**src/hdl/mult_defs.svh**
```systemverilog
`ifndef MULT_DEFS_SVH
`define MULT_DEFS_SVH

// operand width of the array multiplier.
`define MULT_WIDTH 16

// the full unsigned product is twice the operand width.
`define MULT_PROD_WIDTH (2 * `MULT_WIDTH)

// first multiplier row reduced by the second array stage.
`define MULT_SPLIT_ROW 8

// result slots in the output queue.
// Upstream starts with this many credits after reset.
`define MULT_QUEUE_DEPTH 4

// counter width that can hold a full set of credits.
`define MULT_CREDIT_W 3

`endif
```
**src/hdl/mult_pkg.sv**
```systemverilog
`default_nettype none

`include "mult_defs.svh"

package mult_pkg;

	typedef struct packed {
		logic [`MULT_WIDTH-1:0] x; // multiplicand.
		logic [`MULT_WIDTH-1:0] y; // multiplier, one array row per bit.
	} mult_operands_t;

	typedef logic [`MULT_PROD_WIDTH-1:0] mult_product_t;

	// carry-save snapshot handed from one pipeline stage to the next.
	typedef struct packed {
		logic                   valid;
		mult_operands_t         operands;
		logic [`MULT_WIDTH-1:0] row_sum;   // sum row after the last reduced row.
		logic [`MULT_WIDTH-2:0] row_carry; // carry row, one bit shorter than the sum row.
		logic [`MULT_WIDTH-1:0] low_bits;  // product bits already retired by the array.
	} csa_state_t;

endpackage

`default_nettype wire

```
**src/hdl/mult_top.sv**
```systemverilog
`default_nettype none

`include "mult_defs.svh"

module mult_top (
	input  wire logic                     clk,
	input  wire logic                     rst_n,
	input  wire logic                     in_valid,
	input  wire mult_pkg::mult_operands_t in_ops,
	output logic                          in_credit,
	output logic                          out_valid,
	output mult_pkg::mult_product_t       out_product,
	input  wire logic                     out_credit
);

	mult_pkg::csa_state_t    stage_in;
	mult_pkg::csa_state_t    stage_mid;
	mult_pkg::csa_state_t    stage_last;
	logic                    push_valid;
	mult_pkg::mult_product_t push_product;

	// the first stage seeds its own sum and carry rows.
	assign stage_in = '{
		valid:     in_valid,
		operands:  in_ops,
		row_sum:   '0,
		row_carry: '0,
		low_bits:  '0
	};

	csa_array_stage #(
		.FIRST_ROW (0),
		.LAST_ROW  (`MULT_SPLIT_ROW - 1)
	) u_stage_lo (
		.clk       (clk),
		.rst_n     (rst_n),
		.in_state  (stage_in),
		.out_state (stage_mid)
	);

	csa_array_stage #(
		.FIRST_ROW (`MULT_SPLIT_ROW),
		.LAST_ROW  (`MULT_WIDTH - 1)
	) u_stage_hi (
		.clk       (clk),
		.rst_n     (rst_n),
		.in_state  (stage_mid),
		.out_state (stage_last)
	);

	carry_propagate_adder u_cpa (
		.clk          (clk),
		.rst_n        (rst_n),
		.in_state     (stage_last),
		.push_valid   (push_valid),
		.push_product (push_product)
	);

	// Upstream credits bound the items in flight, so the queue never overflows.
	credit_out_queue #(
		.DEPTH (`MULT_QUEUE_DEPTH)
	) u_queue (
		.clk          (clk),
		.rst_n        (rst_n),
		.push_valid   (push_valid),
		.push_product (push_product),
		.out_credit   (out_credit),
		.out_valid    (out_valid),
		.out_product  (out_product),
		.in_credit    (in_credit)
	);

endmodule

`default_nettype wire

```
**src/hdl/credit_out_queue.sv**
```systemverilog
`default_nettype none

`include "mult_defs.svh"

module credit_out_queue #(
	parameter int DEPTH = `MULT_QUEUE_DEPTH
) (
	input  wire logic                    clk,
	input  wire logic                    rst_n,
	input  wire logic                    push_valid,
	input  wire mult_pkg::mult_product_t push_product,
	input  wire logic                    out_credit,
	output logic                         out_valid,
	output mult_pkg::mult_product_t      out_product,
	output logic                         in_credit
);

	import mult_pkg::*;

	localparam int PTR_W = (DEPTH > 1) ? $clog2(DEPTH) : 1;
	localparam int CNT_W = $clog2(DEPTH + 1);

	mult_product_t mem [DEPTH];

	logic [PTR_W-1:0]         wr_ptr;
	logic [PTR_W-1:0]         rd_ptr;
	logic [CNT_W-1:0]         count;
	logic [`MULT_CREDIT_W-1:0] ds_credits; // credits held for the downstream consumer.
	logic                     pop;
	logic                     pop_q;
	mult_product_t            product_q;

	// A result leaves only when one is queued and downstream has room for it.
	assign pop = (count != '0) && (ds_credits != '0);

	always_ff @(posedge clk) begin
		if (push_valid) begin
			mem[wr_ptr] <= push_product;
		end
	end

	always_ff @(posedge clk or negedge rst_n) begin
		if (!rst_n) begin
			wr_ptr <= '0;
			rd_ptr <= '0;
		end else begin
			if (push_valid) begin
				wr_ptr <= (wr_ptr == PTR_W'(DEPTH - 1)) ? '0 : wr_ptr + 1'b1;
			end
			if (pop) begin
				rd_ptr <= (rd_ptr == PTR_W'(DEPTH - 1)) ? '0 : rd_ptr + 1'b1;
			end
		end
	end

	always_ff @(posedge clk or negedge rst_n) begin
		if (!rst_n) begin
			count <= '0;
		end else begin
			case ({push_valid, pop})
				2'b10:   count <= count + 1'b1;
				2'b01:   count <= count - 1'b1;
				default: count <= count;
			endcase
		end
	end

	always_ff @(posedge clk or negedge rst_n) begin
		if (!rst_n) begin
			ds_credits <= `MULT_CREDIT_W'(`MULT_QUEUE_DEPTH);
		end else begin
			case ({out_credit, pop})
				2'b10:   ds_credits <= ds_credits + 1'b1;
				2'b01:   ds_credits <= ds_credits - 1'b1;
				default: ds_credits <= ds_credits;
			endcase
		end
	end

	always_ff @(posedge clk or negedge rst_n) begin
		if (!rst_n) begin
			pop_q <= 1'b0;
		end else begin
			pop_q <= pop;
		end
	end

	always_ff @(posedge clk) begin
		if (pop) begin
			product_q <= mem[rd_ptr];
		end
	end

	// A freed slot goes back upstream in the same cycle the result goes out.
	assign out_valid   = pop_q;
	assign in_credit   = pop_q;
	assign out_product = product_q;

endmodule

`default_nettype wire

```
**src/hdl/carry_propagate_adder.sv**
```systemverilog
`default_nettype none

`include "mult_defs.svh"

module carry_propagate_adder (
	input  wire logic                 clk,
	input  wire logic                 rst_n,
	input  wire mult_pkg::csa_state_t in_state,
	output logic                      push_valid,
	output mult_pkg::mult_product_t   push_product
);

	import mult_pkg::*;

	localparam int W = `MULT_WIDTH;

	logic [W-1:0]  upper;
	logic          ripple;
	mult_product_t product_q;

	// The carry row lines up with the sum row shifted down by one.
	always_comb begin
		ripple = 1'b0;
		for (int i = 0; i < W - 1; i++) begin
			upper[i] = in_state.row_carry[i] ^ in_state.row_sum[i+1] ^ ripple;
			ripple   = (in_state.row_carry[i] & in_state.row_sum[i+1]) |
			           (ripple & (in_state.row_carry[i] ^ in_state.row_sum[i+1]));
		end
		upper[W-1] = ripple; // the last carry out is the top product bit.
	end

	always_ff @(posedge clk or negedge rst_n) begin
		if (!rst_n) begin
			push_valid <= 1'b0;
		end else begin
			push_valid <= in_state.valid;
		end
	end

	always_ff @(posedge clk) begin
		if (in_state.valid) begin
			product_q <= {upper, in_state.low_bits};
		end
	end

	assign push_product = product_q;

endmodule

`default_nettype wire

```
**src/hdl/csa_array_stage.sv**
```systemverilog
`default_nettype none

`include "mult_defs.svh"

module csa_array_stage #(
	parameter int FIRST_ROW = 0,
	parameter int LAST_ROW  = `MULT_WIDTH - 1
) (
	input  wire logic                 clk,
	input  wire logic                 rst_n,
	input  wire mult_pkg::csa_state_t in_state,
	output mult_pkg::csa_state_t      out_state
);

	import mult_pkg::*;

	localparam int W = `MULT_WIDTH;

	logic [W-1:0] pp;       // partial product row being added.
	logic [W-1:0] sum_c;
	logic [W-2:0] carry_c;
	logic [W-1:0] nxt_sum;
	logic [W-1:0] low_c;

	logic           valid_q;
	mult_operands_t ops_q;
	logic [W-1:0]   sum_q;
	logic [W-2:0]   carry_q;
	logic [W-1:0]   low_q;

	// Each row shifts the running sum down by one bit and adds the new AND row with
	// full adders. The bit that falls out at position zero is a finished product bit.
	always_comb begin
		if (FIRST_ROW == 0) begin
			// row zero seeds the array, so start from an empty carry-save pair.
			sum_c   = '0;
			carry_c = '0;
			low_c   = '0;
		end else begin
			sum_c   = in_state.row_sum;
			carry_c = in_state.row_carry;
			low_c   = in_state.low_bits;
		end
		pp      = '0;
		nxt_sum = '0;
		for (int r = FIRST_ROW; r <= LAST_ROW; r++) begin
			pp = in_state.operands.x & {W{in_state.operands.y[r]}};
			nxt_sum[W-1] = pp[W-1]; // the top bit has nothing to add to yet.
			for (int i = 0; i < W - 1; i++) begin
				nxt_sum[i] = pp[i] ^ sum_c[i+1] ^ carry_c[i];
				carry_c[i] = (pp[i] & sum_c[i+1]) | (carry_c[i] & (pp[i] ^ sum_c[i+1]));
			end
			sum_c    = nxt_sum;
			low_c[r] = sum_c[0];
		end
	end

	always_ff @(posedge clk or negedge rst_n) begin
		if (!rst_n) begin
			valid_q <= 1'b0;
		end else begin
			valid_q <= in_state.valid;
		end
	end

	// the payload only moves when a valid item passes through.
	always_ff @(posedge clk) begin
		if (in_state.valid) begin
			ops_q   <= in_state.operands;
			sum_q   <= sum_c;
			carry_q <= carry_c;
			low_q   <= low_c;
		end
	end

	assign out_state = '{
		valid:     valid_q,
		operands:  ops_q,
		row_sum:   sum_q,
		row_carry: carry_q,
		low_bits:  low_q
	};

endmodule

`default_nettype wire

```
**config.mk**
```make
export PLATFORM = sky130hd
export DESIGN_NAME = mult_top
export DESIGN_NICKNAME = d
export VERILOG_FILES = /design/src/hdl/mult_pkg.sv /design/src/hdl/mult_top.sv /design/src/hdl/credit_out_queue.sv /design/src/hdl/carry_propagate_adder.sv /design/src/hdl/csa_array_stage.sv
export VERILOG_INCLUDE_DIRS = /design/src /design/src/hdl
export SDC_FILE = /design/constraint.sdc
export NUM_CORES = 1
export LEC_CHECK = 0
export BUFFER_PORTS_ARGS = -buffer_cell sky130_fd_sc_hd__buf_4
export CORE_MARGIN = 2
export CORE_UTILIZATION = 40
export DETAILED_ROUTE_END_ITERATION = 10
export PLACE_DENSITY = 0.53
export SETUP_SLACK_MARGIN = 0.2
export SYNTH_ARGS = -nofsm -noshare
export SYNTH_HDL_FRONTEND = slang
export SYNTH_HIERARCHICAL = 1
export SYNTH_SLANG_ARGS = --single-unit
```
**constraint.sdc**
```tcl
create_clock -name clk -period 13.55 [get_ports clk]
set_clock_uncertainty 0.2 [all_clocks]
set_input_delay 2.0325 -clock clk [delete_from_list [all_inputs] [get_ports clk]]
set_output_delay 2.0325 -clock clk [all_outputs]
set_load 0.02 [all_outputs]
```
==> summary.txt, run 1 <==
Status
  • Status: completed

CTS
  • Post-CTS Setup Bufs: 0
  • CTS root buffer: clkbuf_16
  • Sink Count: approximately 310
  • H-tree depth: 1
  • Clock tree from TritonCTS: built
  • CTS Buf Count: 31
  • Post-cts resize count: 0
  • Worst-Skew Late Latency: 0.57 ns
  • Hold Buf Count CTS: 0
  • Clock transition at the registers of the reported paths: 0.06 ns
  • Clock Path Buffers: 3

Die
  • Die width: 211 um
  • Initial Utilization: 40.7%
  • Row count: 75
  • DIE AREA: 44500 um^2
  • Core region area: 42100 um^2
  • Die Span Y: ~210 um
  • Total I/O pin count: 70

Timing
  • Endpoints failing setup: 0
  • Setup_tns: 0 ns
  • Least-Margin Pin Slew: 1.01 ns
  • F_max: 0.157 GHz
  • Max-slew violations: 0
  • Rel. slew slack: 32.2%
  • Crit path time final: 6.35 ns
  • Final hold viol count: 0
  • RSZ-0062 raised after global routing: false
  • Final Cycle Share: between 40% and 50%
  • Final hold slack: 0.218 ns

Critical path
  • CP Buf/Inv Count: 4
  • Critical path type: reg -> reg
  • Critical path's most frequent cell: fa_1
  • CP endpoint kind: flop
  • Worst setup SP type: flop
  • Worst R2R Setup Slack: 7.20 ns
  • Req. time, crit path: 13.78 ns
  • Crit-path cells: ha_1, inv_1, fa_1, inv_1, fa_1, fa_1, fa_1, fa_1, fa_1, fa_1, fa_1, fa_1, fa_1, fa_1, fa_1, fa_1, inv_1, fa_1, inv_1
  • Crit path max fanout: 1
  • Crit path max-delay family: adder cells
  • Worst EP arrival: 6.59 ns
  • Crit path largest cell delay: about 0.40 ns
  • Crit-path slowest cell: fa_1

Yosys
  • Warnings, synthesis: 6
  • Post-Syn Area per Cell: 16.1 um^2
  • Synthesized instance count: 1065
  • Post-Syn Area: 17100 um^2
  • Syn Nets: 1350

Drt
  • 1st-iter DRT viols: 282
  • Drt pass-1 iters: 4
  • WL per Instance: 14.8 um
  • Vias per std cell: around 4.6
  • Drt drc: 0
  • Remaining antenna violation count: 0
  • DR vias: 7776
  • Routed WL: ~25000 um

Final layout
  • Ant. Diodes: 0
  • Share of layout cells above drive strength 1: 14.4%
  • Post-Layout Cell Count: 1696
  • Multi-input logic area: about 6900 um^2
  • Nets: 1417
  • Finished Cell Area: 19000 um^2
  • Sequential Area: ~9400 um^2
  • Most common cell after layout, fill and taps aside: edfxtp_1
  • Commonest non-fill, non-tap cells in the layout: edfxtp_1, fa_1, nand2_1
  • Filler instances: around 3800
  • Area growth, synth to finish: 10.8%

Placement
  • DP Area: 18000 um^2
  • Placed insts: 1638
  • Detailed Place HPWL: ~19000 um
  • Placer Congestion: 0.720
  • # port buffers: slightly below 70

GRT
  • Remaining Overflow, GRT: 0
  • Largest net degree at the start of global routing: 64
  • Gr usage total: 12.0%
  • First-pass GRT wire length: 43600 um
  • Number of global-route vias before repair: around 8600
  • Initial antenna violation count: 0

Flow run
  • Max Cap Viol: 0

Hold path
  • Hold Crit Class: reg -> reg
## layout make-up
class | count | area share [%]
Sequential cell | 314 | 49.3
Multi-Input combinational cell | 561 | 36.1
Clock buffer | 40 | 4.26
Tap cell | 539 | 3.55
Timing Repair Buffer | 75 | 2.97
Inverter | 149 | 2.95
Clock inverter | 18 | 0.830
## metal layers
layer | track usage [%] | vias to the layer above | share of wire (%)
met3 | 1.65 | 26 | 3.1
met2 | 20.6 | 90 | 49
met4 | 3.28 | 0 | 1.5
met5 | 0 | - | 0
li1 | - | 3608 | -
met1 | 16.2 | 4052 | 46
## worst register-to-register path: cells and delay by family, from the launching register on
family | cells | cell delay (ns)
flip-flops | 1 | 0.37
adder cells (fa/ha/maj) | 15 | 5.41
buffers and inverters | 4 | 0.25
## sequential cells by signal (all words and copies together) (netlist names), 15 cells and up
name and cells:
u_stage_hi/low_q 15, u_queue/mem 128, u_queue/out_product 32, u_cpa/push_product 32, u_stage_lo/out_state 24, u_stage_lo/carry_q 15, u_stage_hi/carry_q 15, u_stage_hi/sum_q 16
u_stage_lo/sum_q 16
## per-stage QoR
step | util (%) | worst slack, ns
after floorplan | - | 7.41
after global placement | 42.8 | 7.20
after detailed placement | 42.8 | 7.20
after CTS | 45.1 | 7.17
after global routing | 45.1 | 6.91
final | 45.1 | 7.20
## final timing paths
kind	endpoint	start	depth (start not counted)
min in group asynchronous	u_queue/ds_credits[1]	rst_n	1
hold reg to reg	u_cpa/push_product[14]	u_stage_hi/low_q[14]	0
max in group asynchronous	u_queue/ds_credits[2]	rst_n	1
setup / recovery	u_cpa/push_product[30]	u_stage_hi/carry_q[0]	19
hold / removal	u_cpa/push_product[14]	u_stage_hi/low_q[14]	0
setup reg to reg	u_cpa/push_product[30]	u_stage_hi/carry_q[0]	19
Power of run 1 is left out: the tool's default activity adds up to more than one toggle a clock period on the data nets, which glitch-free logic cannot reach.
==> inputs of run 2 (changes only) <==
- ABC_AREA: not set -> 1
- clock period: 13.55 -> 6.6 ns (I/O delays scaled with it)
==> run 2 against run 1 <==
Compared with the run above: clock-buffer cell count unchanged; critical endpoint unchanged; first-iteration DRC count up 40%; final cell count rose by 20%; routed wire length up 11%; via count up 17%; sequential share of layout area shrank 1.7 points; critical path depth stayed put; die area up 5.0%; utilization fell by 0.68 points.
==> summary.txt, run 2 <==
Final layout
  • Layout Utilization: 44.4% (was 45.1%)
  • Biggest register: u_queue/mem (unchanged)
  • Most common cell after layout, fill and taps aside: nand2_1 (was edfxtp_1)
  • Area growth, synth to finish: 9.26% (was 10.8%)
  • Post-Layout Cell Count: 2037 (was 1696)
  • Sequential Area: 9370 um^2 (was 9360 um^2)
  • Ant. Diodes: 0 (unchanged)
  • Commonest non-fill, non-tap cells in the layout: nand2_1, edfxtp_1, inv_1 (was edfxtp_1, fa_1, nand2_1)
  • Filler instances: 4075 (was 3801)
  • Share of layout cells above drive strength 1: 9.83% (was 14.4%)
  • Multi-input logic area: 6810 um^2 (was 6860 um^2)
  • Number of flip-flops in the largest register: 128 (unchanged)
  • Nets: 1703 (was 1417)

Timing
  • Final Cycle Share: 92.4% (was 46.9%)
  • Rel. slew slack: 18.9% (was 32.2%)
  • Crit path time final: 6.10 ns (was 6.35 ns)
  • F_max: 0.164 GHz (was 0.157 GHz)
  • Final hold viol count: 0 (unchanged)
  • Max-slew violations: 0 (unchanged)
  • Endpoints failing setup: 0 (unchanged)
  • Least-Margin Pin Slew: 1.22 ns (was 1.01 ns)
  • RSZ-0062 raised after global routing: false (unchanged)
  • Setup_tns: 0 ns (unchanged)

Placement
  • Detailed Place HPWL: 20200 um (was 18900 um)
  • # port buffers: 69 (unchanged)
  • Placer Congestion: 0.712 (was 0.720)
  • Placed insts: 1973 (was 1638)

Critical path
  • Worst EP arrival: 6.31 ns (was 6.59 ns)
  • Crit path max-delay family: adder cells (unchanged)
  • Crit path max fanout: 1 (unchanged)
  • Critical path type: reg -> reg (unchanged)
  • Crit-path slowest cell: fa_1 (unchanged)
  • Crit-path cells: ha_1, inv_1, fa_1, inv_1, fa_1, fa_1, fa_2, fa_2, fa_1, fa_1, fa_1, fa_2, fa_2, fa_2, fa_1, fa_1, inv_1, fa_1, inv_1 (was ha_1, inv_1, fa_1, inv_1, fa_1, fa_1, fa_1, fa_1, fa_1, fa_1, fa_1, fa_1, fa_1, fa_1, fa_1, fa_1, inv_1, fa_1, inv_1)
  • Critical path's most frequent cell: fa_1 (unchanged)
  • Req. time, crit path: 6.81 ns (was 13.78 ns)
  • CP Buf/Inv Count: 4 (unchanged)
  • CP endpoint kind: flop (unchanged)
  • Worst setup SP type: flop (unchanged)
  • Crit path largest cell delay: 0.40 ns (about the same)

Die
  • DIE AREA: 46700 um^2 (was 44500 um^2)
  • Die Span Y: 216 um (was 211 um)
  • Initial Utilization: 40.6% (was 40.7%)
  • Core region area: 44300 um^2 (was 42100 um^2)
  • Total I/O pin count: 70 (unchanged)
  • Row count: 77 (was 75)
  • Die width: 216 um (was 211 um)

Pwr
  • Comb power frac: between 40% and 50%
  • Cell Pwr Density: approximately 570 nW/um^2
  • P_sw: roughly 4200 uW
  • Total internal power: approximately 7000 uW
  • Maximum vdd drop: 0.363 mV
  • Register share of total power: between 30 and 40%
  • Clock power share: 16.7%
  • Switching share of power: 37.7%
  • Leakage: 0.00821 uW

Yosys
  • Post-Syn Area: 18000 um^2 (was 17100 um^2)
  • Post-Syn Area per Cell: 12.9 um^2 (was 16.1 um^2)
  • Warnings, synthesis: 6 (unchanged)
  • Synthesized instance count: 1397 (was 1065)
  • Syn Nets: 1682 (was 1350)

Drt
  • Drt pass-1 iters: 6 (was 4)
  • Drt drc: 0 (unchanged)
  • 1st-iter DRT viols: 395 (was 282)
  • WL per Instance: 13.7 um (was 14.8 um)
  • DR vias: 9095 (was 7776)
  • Vias per std cell: 4.46 (was 4.58)
  • Routed WL: 28000 um (was 25100 um)
  • Remaining antenna violation count: 0 (unchanged)

CTS
  • CTS Buf Count: 35 (was 31)
  • CTS root buffer: clkbuf_16 (unchanged)
  • Post-CTS Setup Bufs: 0 (unchanged)
  • Worst-Skew Late Latency: 0.54 ns (was 0.57 ns)
  • Clock Path Buffers: 3 (unchanged)
  • Clock tree from TritonCTS: built (unchanged)
  • Clock transition at the registers of the reported paths: 0.06 ns (about the same)
  • H-tree depth: 2 (was 1)
  • Sink Count: 314 (unchanged)

GRT
  • Largest net degree at the start of global routing: 132 (was 64)
  • First-pass GRT wire length: 48200 um (was 43600 um)
  • Gr usage total: 12.7% (was 12.0%)
  • Number of global-route vias before repair: 9723 (was 8644)
  • Initial antenna violation count: 0 (unchanged)
  • Remaining Overflow, GRT: 0 (unchanged)

Flow run
  • Max Cap Viol: 0 (unchanged)

Status
  • Status: completed (unchanged)

Hold path
  • Hold Crit Class: in -> async (was reg -> reg)
-- run 2: area by class of cell --
cell class                 count  share of cell area, %
clock buffer                  40                   4.66
clock inverter                24                   1.03
inverter                     291                   5.55
multi-input combinational    703                   34.6
sequential                   314                   47.6
tap                          592                   3.77
timing repair buffer          73                   2.79
-- run 2: metrics by stage --
stage               power [uW]  hold slack [ns]  setup slack [ns]  instance area, um^2
floorplan                 8160            0.200             0.462                18000
global placement          9440            0.200             0.268                18500
detailed placement        9590            0.205             0.272                18500
CTS                      11500           0.0707             0.261                19700
global route             12600           0.0860             0.232                19700
finish                   11200           0.0991             0.501                19700
-- run 2: power by group through the flow --
stage | Combinational [uW] | Clock (uW) | Sequential (uW)
6_report | 5550 | 1870 | 3750
2_1_floorplan | 4330 | 0 | 3830
3_5_place_dp | 5780 | 0 | 3810
5_1_grt | 6710 | 2010 | 3830
4_1_cts | 5780 | 1940 | 3770
3_3_place_gp | 5660 | 0 | 3780
-- run 2: layer usage --
metal	global-route usage [%]	share of wire, %	vias to the layer above	wire [um]
li1	-	-	4359	-
met2	22.1	49	105	13700
met4	4.59	2.1	0	578
met1	16.0	46	4598	12700
met3	2.23	3.3	33	933
met5	0	0	-	0
-- run 2: final timing paths --
check | from | end | slack (ns) | cells past startpoint
min in group clk | u_stage_hi/low_q[8] | u_cpa/push_product[8] | 0.21 | 0
max in group asynchronous | rst_n | u_queue/ds_credits[2] | 5.85 | 1
worst max-delay path | u_stage_hi/carry_q[0] | u_cpa/push_product[30] | 0.50 | 19
worst min-delay path | rst_n | u_queue/count[0] | 0.1 | 1
worst max register to register | u_stage_hi/carry_q[0] | u_cpa/push_product[30] | 0.50 | 19
worst min register to register | u_stage_hi/low_q[8] | u_cpa/push_product[8] | 0.21 | 0
-- run 2: repair_timing --
action                                 4_1_cts  5_1_grt
setup endpoints to repair                    0        2
endpoints found under the hold margin        0        0
hold buffers                                 0        0
gates resized for setup                      0        5
Note: power is estimated with default switching activity, not from simulation.
==> inputs of run 3 (changes only) <==
- MAX_ROUTING_LAYER: not set -> met4
==> run 3 against run 2 <==
Compared with the run above: setup slack improved by 0.0017 ns; final cell count unchanged; global-route usage increased by 0.39 points; clock power about the same; die area unchanged; critical endpoint unchanged; sequential share of layout area unchanged; non-clock buffer count unchanged; via count about the same; combinational power about the same.
==> summary.txt, run 3 (synthesized netlist as in run 2, its figures left out) <==
CTS
  • Clock transition at the registers of the reported paths: 0.06 ns (about the same)
  • Clock tree from TritonCTS: built (unchanged)
  • CTS Buf Count: 35 (unchanged)
  • H-tree depth: 2 (unchanged)
  • Sink Count: 314 (unchanged)
  • Hold Buf Count CTS: 0 (unchanged)
  • Worst-Skew Late Latency: 0.54 ns (about the same)
  • Clock Path Buffers: 3 (unchanged)
  • CTS root buffer: clkbuf_16 (unchanged)

Critical path
  • Crit path max fanout: 1 (unchanged)
  • Crit-path slowest cell: fa_1 (unchanged)
  • Crit path max-delay family: adder cells (unchanged)
  • CP Buf/Inv Count: 4 (unchanged)
  • Worst setup SP type: flop (unchanged)
  • CP endpoint kind: flop (unchanged)
  • Critical path type: reg -> reg (unchanged)
  • Crit-path cells: ha_1, inv_1, fa_1, inv_1, fa_1, fa_1, fa_2, fa_2, fa_1, fa_1, fa_1, fa_2, fa_2, fa_2, fa_1, fa_1, inv_1, fa_1, inv_1 (unchanged)
  • Worst EP arrival: 6.31 ns (about the same)
  • Req. time, crit path: 6.81 ns (about the same)
  • Critical path's most frequent cell: fa_1 (unchanged)
  • Crit path largest cell delay: 0.40 ns (about the same)

GRT
  • Gr usage total: 13.1% (was 12.7%)
  • Number of global-route vias before repair: 9712 (was 9723)
  • Initial antenna violation count: 0 (unchanged)
  • Remaining Overflow, GRT: 0 (unchanged)
  • Largest net degree at the start of global routing: 132 (unchanged)
  • First-pass GRT wire length: 48200 um (about the same)

Final layout
  • Post-Layout Cell Count: 2037 (unchanged)
  • Biggest register: u_queue/mem (unchanged)
  • Number of flip-flops in the largest register: 128 (unchanged)
  • Most common cell after layout, fill and taps aside: nand2_1 (unchanged)
  • Nets: 1703 (unchanged)
  • Finished Cell Area: 19700 um^2 (unchanged)
  • Sequential Area: 9370 um^2 (unchanged)
  • Filler instances: 4075 (unchanged)
  • Commonest non-fill, non-tap cells in the layout: nand2_1, edfxtp_1, inv_1 (unchanged)
  • Share of layout cells above drive strength 1: 9.83% (unchanged)
  • Multi-input logic area: 6810 um^2 (unchanged)
  • Ant. Diodes: 0 (unchanged)
  • Area growth, synth to finish: 9.26% (unchanged)

Drt
  • Drt drc: 0 (unchanged)
  • Drt pass-1 iters: 6 (unchanged)
  • Vias per std cell: 4.47 (was 4.46)
  • 1st-iter DRT viols: 402 (was 395)
  • WL per Instance: 13.8 um (was 13.7 um)
  • Remaining antenna violation count: 0 (unchanged)
  • Routed WL: 28000 um (about the same)
  • DR vias: 9099 (was 9095)

Hold path
  • Hold Crit Class: in -> async (unchanged)

Placement
  • Detailed Place HPWL: 20200 um (unchanged)
  • # port buffers: 69 (unchanged)
  • DP Area: 18500 um^2 (unchanged)
  • Placer Congestion: 0.720 (was 0.712)
  • Placed insts: 1973 (unchanged)

Pwr
  • Maximum vdd drop: 0.361 mV (was 0.363 mV)
  • Cell Pwr Density: 568 nW/um^2 (about the same)
  • Leakage: 0.00821 uW (unchanged)

Timing
  • Endpoints failing setup: 0 (unchanged)
  • Final hold slack: 0.0980 ns (was 0.0991 ns)
  • F_max: 0.164 GHz (about the same)
  • Rel. slew slack: 19.2% (was 18.9%)
  • Max-slew violations: 0 (unchanged)
  • Setup_tns: 0 ns (unchanged)
  • Crit path time final: 6.10 ns (about the same)
  • Final Cycle Share: 92.4% (about the same)
  • Final hold viol count: 0 (unchanged)
  • Least-Margin Pin Slew: 1.21 ns (was 1.22 ns)
  • RSZ-0062 raised after global routing: false (unchanged)

Die
  • Total I/O pin count: 70 (unchanged)
  • Die width: 216 um (unchanged)
  • DIE AREA: 46700 um^2 (unchanged)
  • Initial Utilization: 40.6% (unchanged)
  • Die Span Y: 216 um (unchanged)
  • Row count: 77 (unchanged)
  • Core region area: 44300 um^2 (unchanged)

Status
  • Status: completed (unchanged)

Flow run
  • Max Cap Viol: 0 (unchanged)
run 3: cell counts in the layout (fill, tap and decap cells not counted):
No cell type changed its count.
run 3: path summary, 6_finish.rpt:
kind / startpoint / endpoint / slack [ns] / depth (start not counted)
setup / recovery: u_stage_hi/carry_q[0] / u_cpa/push_product[30] / 0.50 / 19
hold / removal: rst_n / u_queue/count[0] / 0.1 / 1
setup reg to reg: u_stage_hi/carry_q[0] / u_cpa/push_product[30] / 0.50 / 19
hold reg to reg: u_stage_hi/low_q[8] / u_cpa/push_product[8] / 0.21 / 0
max in group asynchronous: rst_n / u_queue/ds_credits[2] / 5.85 / 1
min in group clk: u_stage_hi/low_q[8] / u_cpa/push_product[8] / 0.21 / 0
run 3: what timing repair did:
action	CTS	global route
buffers inserted	0	0
resized for setup	0	5
endpoints found under the setup margin	0	2
run 3: layout make-up:
class / instances / share of cell area, %
sequential: 314 / 47.6
multi-input combinational: 703 / 34.6
tap: 592 / 3.77
inverter: 291 / 5.55
clock buffer: 40 / 4.66
timing repair buffer: 73 / 2.79
clock inverter: 24 / 1.03
run 3: worst register-to-register path, stage by stage, from the launching register on:
cell and delay [ns]:
edfxtp_1 0.36, ha_1 0.20, inv_1 0.06, fa_1 0.15
inv_1 0.04, fa_1 0.37, fa_1 0.39, fa_2 0.36
fa_2 0.35, fa_1 0.38, fa_1 0.39, fa_1 0.39
fa_2 0.35, fa_2 0.35, fa_2 0.34, fa_1 0.38
fa_1 0.37, inv_1 0.07, fa_1 0.40, inv_1 0.06
run 3: report_power, final:
group | internal (uW) | switching, uW
clock network | 1120 | 755
logic | 2360 | 3180
registers | 3490 | 269
total | 6970 | 4200
run 3: layer usage:
layer	track usage [%]	part of all wire [%]	routed length, um
met1	16.1	45	12700
met2	22.1	49	13700
met3	2.20	3.5	981
met4	4.59	2.1	577
met5	-	0	0
run 3: per-stage QoR:
stage	power (uW)	utilization, %	setup slack [ns]
4_1_cts	11500	44.4	0.261
2_1_floorplan	8160	-	0.462
5_1_grt	12600	44.4	0.232
3_3_place_gp	9440	41.8	0.268
6_report	11200	44.4	0.502
3_5_place_dp	9590	41.8	0.272
